File: src/logic/uc_pkg.sv
// Uncached handler package: widths, opcode, state and memory enums, bus structs and op helpers
package uc_pkg;

    localparam int ADDR_W        = 32;
    localparam int DATA_W        = 64;
    localparam int BE_W          = 8;
    localparam int TAG_W         = 8;
    localparam int SIZE_W        = 3;
    localparam int LINE_OFFSET_W = 5;
    // Byte offset inside one 8-byte word
    localparam int WORD_OFF_W    = 3;

    localparam logic SC_SUCCESS = 1'b0;
    localparam logic SC_FAILURE = 1'b1;

    typedef enum logic [3:0] {
        OP_LOAD, OP_STORE, OP_LR, OP_SC, OP_SWAP, OP_ADD, OP_AND,
        OP_OR, OP_XOR, OP_MAX, OP_MAXU, OP_MIN, OP_MINU
    } uc_op_e;

    typedef enum logic [2:0] {
        UC_IDLE, UC_MEM_REQ, UC_MEM_W_REQ, UC_MEM_WDATA_REQ, UC_MEM_WAIT_RSP, UC_CORE_RSP
    } uc_state_e;

    typedef enum logic [1:0] {
        MEM_READ, MEM_WRITE, MEM_ATOMIC
    } mem_cmd_e;

    typedef enum logic [3:0] {
        AMO_LDEX, AMO_STEX, AMO_SWAP, AMO_ADD, AMO_CLR, AMO_SET,
        AMO_EOR, AMO_SMAX, AMO_UMAX, AMO_SMIN, AMO_UMIN
    } mem_amo_e;

    typedef struct packed {
        uc_op_e              op;
        logic [ADDR_W-1:0]   addr;
        logic [SIZE_W-1:0]   size;
        logic [DATA_W-1:0]   data;
        logic [BE_W-1:0]     be;
        logic [TAG_W-1:0]    tag;
        logic                need_rsp;
    } uc_req_t;

    typedef struct packed {
        logic [ADDR_W-1:0]   addr;
        logic [SIZE_W-1:0]   size;
        mem_cmd_e            cmd;
        mem_amo_e            amo;
    } mem_req_t;

    typedef struct packed {
        logic [DATA_W-1:0]   data;
        logic [BE_W-1:0]     be;
    } mem_wdata_t;

    typedef struct packed {
        logic [DATA_W-1:0]   data;
        logic                error;
    } mem_rresp_t;

    typedef struct packed {
        logic                error;
        logic                is_atomic;
    } mem_wresp_t;

    typedef struct packed {
        logic [DATA_W-1:0]   rdata;
        logic [TAG_W-1:0]    tag;
        logic                error;
    } core_rsp_t;

    // Read-modify-write AMOs, LR and SC excluded
    function automatic logic is_amo_op(input uc_op_e op);
        return op inside {OP_SWAP, OP_ADD, OP_AND, OP_OR, OP_XOR,
                          OP_MAX, OP_MAXU, OP_MIN, OP_MINU};
    endfunction

    function automatic logic is_atomic_op(input uc_op_e op);
        return (op inside {OP_LR, OP_SC}) || is_amo_op(op);
    endfunction

endpackage

File: src/logic/uc_ctrl.sv
// Uncached request FSM, memory handshake control and reservation strobes
`timescale 1ns/1ps

module uc_ctrl import uc_pkg::*; (
    input  logic    clk_i,
    input  logic    rst_ni,
    input  logic    req_valid_i,
    input  uc_op_e  req_op_i,
    input  uc_req_t req_q_i,
    input  logic    rsrv_hit_i,
    input  logic    mem_rd_ready_i,
    input  logic    mem_wr_ready_i,
    input  logic    mem_wdata_ready_i,
    input  logic    mem_rresp_valid_i,
    input  logic    mem_wresp_valid_i,
    input  logic    core_rsp_ready_i,
    output logic    req_ready_o,
    output logic    capture_o,
    output logic    mem_rd_valid_o,
    output logic    mem_wr_valid_o,
    output logic    mem_wdata_valid_o,
    output logic    rsrv_set_o,
    output logic    rsrv_clr_o,
    output logic    lr_done_o,
    output logic    rsp_capture_o,
    output logic    sc_nores_o,
    output logic    core_rsp_valid_o
);

    uc_state_e state_q, state_d;
    logic      rd_seen_q, rd_seen_d;
    logic      wr_seen_q, wr_seen_d;
    logic      accept;
    logic      op_rd;
    logic      rd_done, wr_done, mem_done;

    assign accept = req_valid_i & req_ready_o;

    // Loads and LR go out on the read channel, all else on the write channels
    assign op_rd   = (req_q_i.op == OP_LOAD) || (req_q_i.op == OP_LR);
    assign rd_done = rd_seen_q | mem_rresp_valid_i;
    assign wr_done = wr_seen_q | mem_wresp_valid_i;

    always_comb begin
        if (is_amo_op(req_q_i.op)) begin
            // AMO needs both the old data and the write ack
            mem_done = rd_done & wr_done;
        end else if (op_rd) begin
            mem_done = mem_rresp_valid_i;
        end else begin
            mem_done = mem_wresp_valid_i;
        end
    end

    assign req_ready_o       = (state_q == UC_IDLE);
    assign capture_o         = accept;
    assign mem_rd_valid_o    = (state_q == UC_MEM_REQ) && op_rd;
    assign mem_wr_valid_o    = ((state_q == UC_MEM_REQ) && !op_rd) || (state_q == UC_MEM_W_REQ);
    assign mem_wdata_valid_o = ((state_q == UC_MEM_REQ) && !op_rd)
                               || (state_q == UC_MEM_WDATA_REQ);
    assign rsp_capture_o     = (state_q == UC_MEM_WAIT_RSP);
    assign core_rsp_valid_o  = (state_q == UC_CORE_RSP);
    assign lr_done_o         = rsp_capture_o && (req_q_i.op == OP_LR) && mem_rresp_valid_i;

    // SC always consumes the reservation, other AMOs only drop it on a hit
    assign rsrv_set_o = accept && (req_op_i == OP_LR);
    assign rsrv_clr_o = accept && ((req_op_i == OP_SC) || (is_amo_op(req_op_i) && rsrv_hit_i));
    assign sc_nores_o = accept && (req_op_i == OP_SC) && !rsrv_hit_i;

    always_comb begin
        state_d   = state_q;
        rd_seen_d = 1'b0;
        wr_seen_d = 1'b0;
        case (state_q)
            UC_IDLE: begin
                if (accept) begin
                    state_d = sc_nores_o ? UC_CORE_RSP : UC_MEM_REQ;
                end
            end
            UC_MEM_REQ: begin
                if (op_rd) begin
                    if (mem_rd_ready_i) begin
                        state_d = UC_MEM_WAIT_RSP;
                    end
                end else if (mem_wr_ready_i && mem_wdata_ready_i) begin
                    state_d = UC_MEM_WAIT_RSP;
                end else if (mem_wr_ready_i) begin
                    state_d = UC_MEM_WDATA_REQ;
                end else if (mem_wdata_ready_i) begin
                    state_d = UC_MEM_W_REQ;
                end
            end
            UC_MEM_W_REQ: begin
                if (mem_wr_ready_i) begin
                    state_d = UC_MEM_WAIT_RSP;
                end
            end
            UC_MEM_WDATA_REQ: begin
                if (mem_wdata_ready_i) begin
                    state_d = UC_MEM_WAIT_RSP;
                end
            end
            UC_MEM_WAIT_RSP: begin
                rd_seen_d = rd_done;
                wr_seen_d = wr_done;
                if (mem_done) begin
                    state_d = req_q_i.need_rsp ? UC_CORE_RSP : UC_IDLE;
                end
            end
            UC_CORE_RSP: begin
                if (core_rsp_ready_i) begin
                    state_d = UC_IDLE;
                end
            end
            default: begin
                state_d = UC_IDLE;
            end
        endcase
    end

    always_ff @(posedge clk_i or negedge rst_ni) begin
        if (!rst_ni) begin
            state_q   <= UC_IDLE;
            rd_seen_q <= 1'b0;
            wr_seen_q <= 1'b0;
        end else begin
            state_q   <= state_d;
            rd_seen_q <= rd_seen_d;
            wr_seen_q <= wr_seen_d;
        end
    end

    a_rsp_in_wait: assert property (@(posedge clk_i) disable iff (!rst_ni)
        (mem_rresp_valid_i || mem_wresp_valid_i) |-> (state_q == UC_MEM_WAIT_RSP))
        else $error("uc_ctrl: memory response outside of wait state");

    a_atomic_need_rsp: assert property (@(posedge clk_i) disable iff (!rst_ni)
        ((state_q != UC_IDLE) && is_atomic_op(req_q_i.op)) |-> req_q_i.need_rsp)
        else $error("uc_ctrl: atomic request without response");

    a_atomic_size: assert property (@(posedge clk_i) disable iff (!rst_ni)
        ((state_q != UC_IDLE) && is_atomic_op(req_q_i.op)) |-> (req_q_i.size inside {2, 3}))
        else $error("uc_ctrl: atomic request not 4 or 8 bytes");

endmodule

File: src/logic/uc_mem_req.sv
// Captured core request and its encoding into memory read, write and data beats
`timescale 1ns/1ps

module uc_mem_req import uc_pkg::*; (
    input  logic       clk_i,
    input  logic       capture_i,
    input  uc_req_t    req_i,
    output uc_req_t    req_q_o,
    output mem_req_t   mem_rd_o,
    output mem_req_t   mem_wr_o,
    output mem_wdata_t mem_wdata_o
);

    uc_req_t req_q;

    always_ff @(posedge clk_i) begin
        if (capture_i) begin
            req_q <= req_i;
        end
    end

    assign req_q_o = req_q;

    // Read channel carries a plain or exclusive load
    always_comb begin
        mem_rd_o.addr = req_q.addr;
        mem_rd_o.size = req_q.size;
        mem_rd_o.cmd  = MEM_READ;
        mem_rd_o.amo  = AMO_LDEX;
        if (req_q.op == OP_LR) begin
            mem_rd_o.cmd = MEM_ATOMIC;
        end
    end

    // Plain stores leave the amo field as a don't-care
    always_comb begin
        mem_wr_o.addr = req_q.addr;
        mem_wr_o.size = req_q.size;
        mem_wr_o.cmd  = MEM_ATOMIC;
        mem_wr_o.amo  = AMO_LDEX;
        case (req_q.op)
            OP_SC:   mem_wr_o.amo = AMO_STEX;
            OP_SWAP: mem_wr_o.amo = AMO_SWAP;
            OP_ADD:  mem_wr_o.amo = AMO_ADD;
            OP_AND:  mem_wr_o.amo = AMO_CLR;
            OP_OR:   mem_wr_o.amo = AMO_SET;
            OP_XOR:  mem_wr_o.amo = AMO_EOR;
            OP_MAX:  mem_wr_o.amo = AMO_SMAX;
            OP_MAXU: mem_wr_o.amo = AMO_UMAX;
            OP_MIN:  mem_wr_o.amo = AMO_SMIN;
            OP_MINU: mem_wr_o.amo = AMO_UMIN;
            default: mem_wr_o.cmd = MEM_WRITE;
        endcase
    end

    // AND becomes a bit clear, so memory gets the complement
    assign mem_wdata_o.data = (req_q.op == OP_AND) ? ~req_q.data : req_q.data;
    assign mem_wdata_o.be   = req_q.be;

endmodule

File: src/logic/lrsc_rsrv.sv
// LR/SC reservation register with request hit check and snoop invalidation
`timescale 1ns/1ps

module lrsc_rsrv import uc_pkg::*; (
    input  logic              clk_i,
    input  logic              rst_ni,
    input  logic [ADDR_W-1:0] req_addr_i,
    input  uc_req_t           req_q_i,
    input  logic              set_i,
    input  logic              clr_i,
    input  logic              lr_done_i,
    input  mem_rresp_t        mem_rresp_i,
    input  logic              snoop_valid_i,
    input  logic [ADDR_W-1:0] snoop_addr_i,
    input  logic [SIZE_W-1:0] snoop_size_i,
    output logic              hit_o
);

    logic              valid_q;
    logic              pend_q;
    logic [ADDR_W-1:0] addr_q;
    logic              snoop_rsrv;
    logic              snoop_pend;

    // True when word of a lies in the range written at s_addr with size s_size
    function automatic logic covers(input logic [ADDR_W-1:0] a,
                                    input logic [ADDR_W-1:0] s_addr,
                                    input logic [SIZE_W-1:0] s_size);
        logic [LINE_OFFSET_W:0] words;
        logic [LINE_OFFSET_W:0] base;
        logic [LINE_OFFSET_W:0] word;
        if (s_size < SIZE_W'(3)) begin
            words = 1;
        end else begin
            words = {{LINE_OFFSET_W{1'b0}}, 1'b1} << (s_size - SIZE_W'(3));
        end
        base = {{(WORD_OFF_W+1){1'b0}}, s_addr[LINE_OFFSET_W-1:WORD_OFF_W]};
        word = {{(WORD_OFF_W+1){1'b0}}, a[LINE_OFFSET_W-1:WORD_OFF_W]};
        return (a[ADDR_W-1:LINE_OFFSET_W] == s_addr[ADDR_W-1:LINE_OFFSET_W])
               && (word >= base) && (word < base + words);
    endfunction

    // Size 0 reduces the range to the single request word
    assign hit_o = valid_q && covers(addr_q, req_addr_i, '0);

    assign snoop_rsrv = snoop_valid_i && covers(addr_q, snoop_addr_i, snoop_size_i);
    assign snoop_pend = snoop_valid_i && covers(req_q_i.addr, snoop_addr_i, snoop_size_i);

    // A snoop during the LR itself also kills the reservation it would make
    always_ff @(posedge clk_i or negedge rst_ni) begin
        if (!rst_ni) begin
            valid_q <= 1'b0;
            pend_q  <= 1'b0;
        end else if (set_i) begin
            valid_q <= 1'b0;
            pend_q  <= 1'b1;
        end else if (lr_done_i) begin
            valid_q <= pend_q & ~snoop_pend & ~mem_rresp_i.error;
            pend_q  <= 1'b0;
        end else begin
            valid_q <= valid_q & ~clr_i & ~snoop_rsrv;
            pend_q  <= pend_q & ~snoop_pend;
        end
    end

    always_ff @(posedge clk_i) begin
        if (lr_done_i) begin
            addr_q <= req_q_i.addr;
        end
    end

endmodule

File: src/logic/uc_rsp.sv
// Core response registers: read data, sticky error and SC return code
`timescale 1ns/1ps

module uc_rsp import uc_pkg::*; (
    input  logic       clk_i,
    input  logic       rst_ni,
    input  uc_req_t    req_q_i,
    input  logic       capture_i,
    input  logic       release_i,
    input  logic       sc_nores_i,
    input  logic       mem_rresp_valid_i,
    input  mem_rresp_t mem_rresp_i,
    input  logic       mem_wresp_valid_i,
    input  mem_wresp_t mem_wresp_i,
    output core_rsp_t  core_rsp_o
);

    logic [DATA_W-1:0] rdata_q;
    logic              error_q;
    logic              sc_code_q;
    logic              err_seen;

    // Errors only matter when the core will see a response
    assign err_seen = capture_i && req_q_i.need_rsp
                      && ((mem_rresp_valid_i && mem_rresp_i.error)
                          || (mem_wresp_valid_i && mem_wresp_i.error));

    always_ff @(posedge clk_i) begin
        if (capture_i && mem_rresp_valid_i) begin
            rdata_q <= mem_rresp_i.data;
        end
        if (sc_nores_i) begin
            sc_code_q <= SC_FAILURE;
        end else if (capture_i && mem_wresp_valid_i) begin
            sc_code_q <= (mem_wresp_i.is_atomic && !mem_wresp_i.error) ? SC_SUCCESS : SC_FAILURE;
        end
    end

    always_ff @(posedge clk_i or negedge rst_ni) begin
        if (!rst_ni) begin
            error_q <= 1'b0;
        end else if (sc_nores_i || release_i) begin
            error_q <= 1'b0;
        end else if (err_seen) begin
            error_q <= 1'b1;
        end
    end

    // SC returns its code, copied into both halves for 32-bit accesses
    always_comb begin
        core_rsp_o.rdata = rdata_q;
        if (req_q_i.op == OP_SC) begin
            if (req_q_i.size == SIZE_W'(2)) begin
                core_rsp_o.rdata = {2{31'd0, sc_code_q}};
            end else begin
                core_rsp_o.rdata = {{(DATA_W-1){1'b0}}, sc_code_q};
            end
        end
    end

    assign core_rsp_o.tag   = req_q_i.tag;
    assign core_rsp_o.error = error_q;

endmodule

File: src/logic/uc_handler.sv
// Uncached request handler top: FSM, request register, reservation and response blocks
`timescale 1ns/1ps

module uc_handler import uc_pkg::*; (
    input  logic              clk_i,
    input  logic              rst_ni,
    input  logic              req_valid_i,
    input  uc_req_t           req_i,
    input  logic              core_rsp_ready_i,
    input  logic              mem_rd_ready_i,
    input  logic              mem_wr_ready_i,
    input  logic              mem_wdata_ready_i,
    input  logic              mem_rresp_valid_i,
    input  mem_rresp_t        mem_rresp_i,
    input  logic              mem_wresp_valid_i,
    input  mem_wresp_t        mem_wresp_i,
    input  logic              snoop_valid_i,
    input  logic [ADDR_W-1:0] snoop_addr_i,
    input  logic [SIZE_W-1:0] snoop_size_i,
    output logic              req_ready_o,
    output logic              core_rsp_valid_o,
    output core_rsp_t         core_rsp_o,
    output logic              mem_rd_valid_o,
    output mem_req_t          mem_rd_o,
    output logic              mem_wr_valid_o,
    output mem_req_t          mem_wr_o,
    output logic              mem_wdata_valid_o,
    output mem_wdata_t        mem_wdata_o,
    output logic              mem_rresp_ready_o,
    output logic              mem_wresp_ready_o
);

    uc_req_t req_q;
    logic    capture, rsrv_hit, rsrv_set, rsrv_clr, lr_done;
    logic    rsp_capture, rsp_release, sc_nores, mem_busy;

    // Responses are never back-pressured
    assign mem_rresp_ready_o = 1'b1;
    assign mem_wresp_ready_o = 1'b1;
    assign rsp_release       = core_rsp_valid_o & core_rsp_ready_i;
    assign mem_busy          = mem_rd_valid_o | mem_wr_valid_o | mem_wdata_valid_o;

    uc_ctrl u_ctrl (
        .clk_i, .rst_ni, .req_valid_i,
        .req_op_i          (req_i.op),
        .req_q_i           (req_q),
        .rsrv_hit_i        (rsrv_hit),
        .mem_rd_ready_i, .mem_wr_ready_i, .mem_wdata_ready_i,
        .mem_rresp_valid_i, .mem_wresp_valid_i, .core_rsp_ready_i,
        .req_ready_o,
        .capture_o         (capture),
        .mem_rd_valid_o, .mem_wr_valid_o, .mem_wdata_valid_o,
        .rsrv_set_o        (rsrv_set),
        .rsrv_clr_o        (rsrv_clr),
        .lr_done_o         (lr_done),
        .rsp_capture_o     (rsp_capture),
        .sc_nores_o        (sc_nores),
        .core_rsp_valid_o
    );

    uc_mem_req u_mem_req (
        .clk_i,
        .capture_i         (capture),
        .req_i,
        .req_q_o           (req_q),
        .mem_rd_o, .mem_wr_o, .mem_wdata_o
    );

    lrsc_rsrv u_rsrv (
        .clk_i, .rst_ni,
        .req_addr_i        (req_i.addr),
        .req_q_i           (req_q),
        .set_i             (rsrv_set),
        .clr_i             (rsrv_clr),
        .lr_done_i         (lr_done),
        .mem_rresp_i,
        .snoop_valid_i, .snoop_addr_i, .snoop_size_i,
        .hit_o             (rsrv_hit)
    );

    uc_rsp u_rsp (
        .clk_i, .rst_ni,
        .req_q_i           (req_q),
        .capture_i         (rsp_capture),
        .release_i         (rsp_release),
        .sc_nores_i        (sc_nores),
        .mem_rresp_valid_i, .mem_rresp_i, .mem_wresp_valid_i, .mem_wresp_i,
        .core_rsp_o
    );

    // Request payload must stay put while any memory beat is still pending
    a_req_stable: assert property (@(posedge clk_i) disable iff (!rst_ni)
        mem_busy |=> (!mem_busy || $stable(req_q)))
        else $error("uc_handler: captured request changed during memory request");

endmodule

File: config.mk
export PLATFORM = sky130hd
export DESIGN_NAME = uc_handler
export DESIGN_NICKNAME = d
export VERILOG_FILES = /design/src/logic/uc_pkg.sv /design/src/logic/uc_ctrl.sv /design/src/logic/uc_mem_req.sv /design/src/logic/lrsc_rsrv.sv /design/src/logic/uc_rsp.sv /design/src/logic/uc_handler.sv
export SDC_FILE = /design/constraint.sdc
export NUM_CORES = 1
export LEC_CHECK = 0
export BUFFER_PORTS_ARGS = -buffer_cell sky130_fd_sc_hd__buf_4
export CAP_MARGIN = 10
export CORE_ASPECT_RATIO = 1.4
export CORE_MARGIN = 2
export CORE_UTILIZATION = 30
export DETAILED_ROUTE_END_ITERATION = 12
export PLACE_DENSITY_LB_ADDON = 0.08
export SLEW_MARGIN = 20
export SYNTH_ARGS = -nofsm -noshare
export SYNTH_HDL_FRONTEND = slang
export SYNTH_SLANG_ARGS = --single-unit
File: constraint.sdc
create_clock -name clk_i -period 9.7 [get_ports clk_i]
set_clock_uncertainty 0.15 [all_clocks]
set_input_delay 1.94 -clock clk_i [delete_from_list [all_inputs] [get_ports clk_i]]
set_output_delay 1.94 -clock clk_i [all_outputs]
set_load 0.05 [all_outputs]
# Word level (Yosys, flattened, before mapping)
# Index checks and enable logic that the tools add are counted.
# W data, S select, Z words.
# op_classes
n_addsub,3
order_cmp,7
n_eq_ne,38
shift,1
muxes,31
n_bitwise,14
reduce_logical,42
# ops
op,count
$mux W64,2
$eq A27 B27 Y1,3
$not A64 Y64,1
$eq A4 B4 Y1 const B,10
$pmux W4 S10,1
$mux W3,12
$mux W33,1
$eq A4 B3 Y1 const B,8
$logic_and A1 B1 Y1,26
$lt A2 B6 Y1,3
$pmux W3 S6,1
$reduce_bool A9 Y1,2
$eq A4 B2 Y1 const B,4
$mux W1,11
$ne A2 B2 Y1 const B,5
$reduce_or A10 Y1,1
$eq A3 B2 Y1 const B,3
$and A1 B1 Y1,7
$reduce_and A7 Y1,1
$add A2 B6 Y6,1
$eq A3 B3 Y1 const B,2
$ge A2 B2 Y1,3
$logic_or A1 B1 Y1,6
$mux W6,1
other kinds (14),21
# word_totals
register_bits,225
out_inout_bits,234
word_cells,152

# Longest topological paths before layout
# depth
word_depth,12
ltp_mapped,9
depth_no_buf,9

# Cells and area by module
# Synthesis repeated with hierarchy kept, for this count alone.
# unflattened
cells_unflattened,716
area_unflattened_um2,10418.7
# modules_own_cells
mod,n_inst,cells_per_inst,area_each_um2
uc_mem_req,1,295,5062.4
uc_rsp,1,156,2588.7
lrsc_rsrv,1,193,2205.9
uc_ctrl,1,68,536.8
uc_handler,1,4,25.0

# Worst setup path after synthesis
# Ideal clock, no wire load.
# synth_path
kind,input to register
start,input port req_valid_i
end,register u_rsrv.valid_q
arrival_ns,5.496
required_ns,9.418
path_slack_ns,3.922
path_stages,5
n_path_buf,0
cell_sequence,and2_1 -> nand3_1 -> and3_1 -> o211ai_1 -> o31ai_1
# synth_between
elab_chain_cells,7
# synth_lines
element,line_no,text
"start, declared",uc_handler.sv:7,"input logic req_valid_i,"
$and A1 B1 Y1 *,uc_ctrl.sv:37,assign accept = req_valid_i & req_ready_o;
$logic_and A1 B1 Y1,uc_ctrl.sv:67,assign rsrv_clr_o = accept && ((req_op_i == OP_SC) || (is_amo_op(req_op_i) && rsrv_hit_i));
$not A1 Y1,lrsc_rsrv.sv:61,valid_q <= valid_q & ~clr_i & ~snoop_rsrv;
$and A1 B1 Y1 (2 in a row),lrsc_rsrv.sv:61,
$mux W1,lrsc_rsrv.sv:57,end else if (lr_done_i) begin
$mux W1 *,lrsc_rsrv.sv:54,end else if (set_i) begin
"end signal, assigned",lrsc_rsrv.sv:58,valid_q <= pend_q & ~snoop_pend & ~mem_rresp_i.error;
"end signal, assigned",lrsc_rsrv.sv:61,
"end, declared",lrsc_rsrv.sv:19,logic valid_q;
# Every way passes the cells marked *; elsewhere a longest branch is shown, timed or not.
# A chain may end at the register's enable or synchronous reset.

==> impl_results.md <==
* Grt total ovfl at 0
* Die height at 222 um
* CP Capture Type: output pin
* Remaining DRCs at 0
* Routed wire length at about 30000 um
* # setup viols final at 0
* Post-route setup TNS at 0 ns
* Hold path depth at 1
* Internal at 2230 uW
* Hold Buf Count CTS at 0
* Final worst path period share at 50.0%
* Starting density of the core at 30.5%
* # clock sinks at 222
* CP Launch Point: u_mem_req.req_q_o[117]$_DFFE_PP_
* Crit Path Category: flip-flop to output pin
* Area leader, netlist: edfxtp_1
* CP max FO at 64
* Post-layout min period at 4.85 ns
* Max transition margin at 30.1%
* Lkg Pwr at 0.00586 uW
* First-pass GRT wire length at 42800 um
* Synth-to-layout area growth at 38.9%
* Mean number of vias per cell at 4.28
* Largest net degree at the start of global routing at 78
* Vias in the first global route at between 6000 and 7000
* Core area at 33400 um^2
* Die X at ~160 um
* Yosys reg bits at 222
* Share of Yosys cell area claimed by the top area cell type at 62.7%
* Area contributors post-synth: edfxtp_1, buf_4, xor2_1
* HPWL after DPL at 22700 um
* Std cell rows at 79
* Distinct cells, synth at 47
* Post-synth EDFFs at approximately 210
* Port Buffer Count at 455
* Commonest cells post-synth: edfxtp_1, buf_4, xor2_1, nor2b_1, xnor2_1
* Ant diodes at 0
* WP data required at about 7.6 ns
* Unrepaired setup endpoints after global routing: false
* Post-synth top flop: edfxtp_1
* GRT Util Overall at 16.0%
* Async SR Flop Fraction at under 10%
* Initial antenna violation count at 1
* Syn Area/Cell at 14.3 um^2
* Setup crit end: mem_wdata_o[57]
* Count of pins over their slew limit at 0
* Clock transition at the registers of the reported paths at 0.07 ns
* Peak Freq at slightly above 200 MHz
* Share of cells above drive strength 1 at between 40 and 50%
* Worst setup SP type: flip-flop
* Crit path DAT at 2.76 ns
* CTS Buf Count at 24
* Clk_lat worst skew at 0.53 ns
* YS warnings at 0
* Fill cells at around 3200
* Clock share of power at 23.6%
* FF-to-FF setup slack at 6.70 ns
* Post-CTS Resized at 0
* Vias at 6647
* DRT iter0 DRCs at 286
* Final Hold Vio Count at 0
* Sw Pwr at between 1500 and 2000 uW
* First-pass DRT Iterations at 4
* Status: completed
* IO Count at 466
* Post-DR wirelength/cell at about 19 um
* Count leader, synth: edfxtp_1
* Die area at 35500 um^2
* H-tree depth at 1
* Post-route worst setup slack at 4.85 ns
* Worst r2r path cells at 3
* Postcts setup bufs at 0
* Peak supply drop at 0.161 mV
* WHS at 0.374 ns
* Post-route ant nets at 0
* Post-Syn Area at 10200 um^2
* Worst-margin pin slew at about 1.0 ns
* Sw frac at 41.4%
* Nets at 1339
* Max cap viols at 0
* Post-place setup slack at 5.37 ns
* Gpl congestion at 0.760
* Sequential area share after synthesis at between 60 and 70%
* Root Driver: clkbuf_16
* Gate power share at 40.5%
* CTS tree: yes
* Gate Count Post-Synth at a little over 700
* Min-Delay Path Class: flip-flop to flip-flop
* Sequential Power Share at a little over a third
* Reg2reg end: u_mem_req.req_q_o[17]$_DFFE_PP_
* PwrDens at 268 nW/um^2
* Max clock buf depth at 3
* Worst r2r src: u_ctrl.state_q[0]$_DFFE_PN0P_
-- worst max-delay path, cell delays in order (launching register included) --
cell and delay, ns:
edfxtp_1 0.48, inv_1 0.15, nor4b_2 0.28, buf_4 0.82
xor2_1 0.21, buf_4 0.23
-- cell type report --
type	count	area, um^2	area share (%)
Clock buffer	34	659	4.65
Clock inverter	8	83.8	0.591
Inverter	19	71.3	0.503
Multi-Input combinational cell	364	2740	19.3
Sequential cell	222	6620	46.7
Tap cell	445	557	3.93
Timing Repair Buffer	460	3450	24.4
-- per-stage QoR --
stage	utilization [%]	total power, uW	std cells	instance area, um^2
after global placement	40.2	2940	1510	13400
after detailed placement	40.2	2950	1510	13400
after CTS	42.4	3870	1552	14200
after global routing	42.4	3960	1552	14200
final	42.4	3800	1552	14200
after floorplan	-	2520	720	10200
-- flip-flops by register name (all words and copies together), names as in the netlist --
register / cells
u_rsp.sc_code_q: 1
u_rsp.error_q: 1
u_mem_req.mem_wdata_o: 8
u_rsrv.valid_q: 1
u_mem_req.mem_rd_o: 35
u_ctrl.wr_seen_q: 1
u_rsrv.pend_q: 1
u_mem_req.req_q_o: 77
u_rsrv.addr_q: 29
u_rsp.rdata_q: 64
u_ctrl.state_q: 3
u_ctrl.rd_seen_q: 1
-- routing by layer --
metal / share of wire (%) / vias to the layer above / wire [um] / GRT usage (%)
met2: 55 / 264 / 16600 / 31.0
li1: - / 3159 / - / -
met5: 0.047 / - / 14 / 0
met4: 2.8 / 2 / 854 / 5.70
met1: 35 / 3181 / 10600 / 16.7
met3: 6.7 / 41 / 2020 / 3.90
-- cells by family (layout without fill, tap and decap cells) --
logic type	count (synthesis)	in the layout	synth area share (%)
adders and majority gates	16	16	2.04
xor gates and xnor gates	146	146	12.5
buffers and inverters	134	521	8.67
other	2	7	0.0736
AOI/OAI and AO/OA	45	45	2.81
muxes	4	4	0.417
and+or+nand+nor	146	146	8.64
DFF	222	222	64.8
-- placed cells by master, fill, tap and decap left out, types with 5 or more instances in the layout --
cell type,count
nor3_1,7
edfxtp_1,213
dfrtp_1,8
nand2_1,13
a21oi_1,14
ha_1,15
clkbuf_16,25
nor2b_1,66
xor2_1,80
buf_4,460
inv_1,19
xnor2_1,66
conb_1,7
nor4_1,8
nand4_1,18
nor2_1,7
o21ai_0,6
nand2b_1,5
clkinv_1,5
clkbuf_1,9
-- power by group through the flow --
stage,clock [uW],combinational [uW],sequential [uW]
floorplan,0,1170,1360
global placement,0,1560,1380
detailed placement,0,1560,1390
CTS,936,1560,1370
global route,964,1610,1390
finish,896,1540,1370
-- how the worst min path moves through the flow --
stage,slack [ns],startpoint,to
2_1_floorplan,0.32,u_ctrl.rd_seen_q$_DFF_PN0_,u_ctrl.rd_seen_q$_DFF_PN0_
3_3_place_gp,0.35,u_ctrl.rd_seen_q$_DFF_PN0_,u_ctrl.rd_seen_q$_DFF_PN0_
3_5_place_dp,0.36,u_ctrl.rd_seen_q$_DFF_PN0_,u_ctrl.rd_seen_q$_DFF_PN0_
4_1_cts,0.37,u_ctrl.rd_seen_q$_DFF_PN0_,u_ctrl.rd_seen_q$_DFF_PN0_
5_1_grt,0.40,u_ctrl.rd_seen_q$_DFF_PN0_,u_ctrl.rd_seen_q$_DFF_PN0_
6_report,0.37,u_ctrl.rd_seen_q$_DFF_PN0_,u_ctrl.rd_seen_q$_DFF_PN0_
Power figures use the tool's default switching activity.
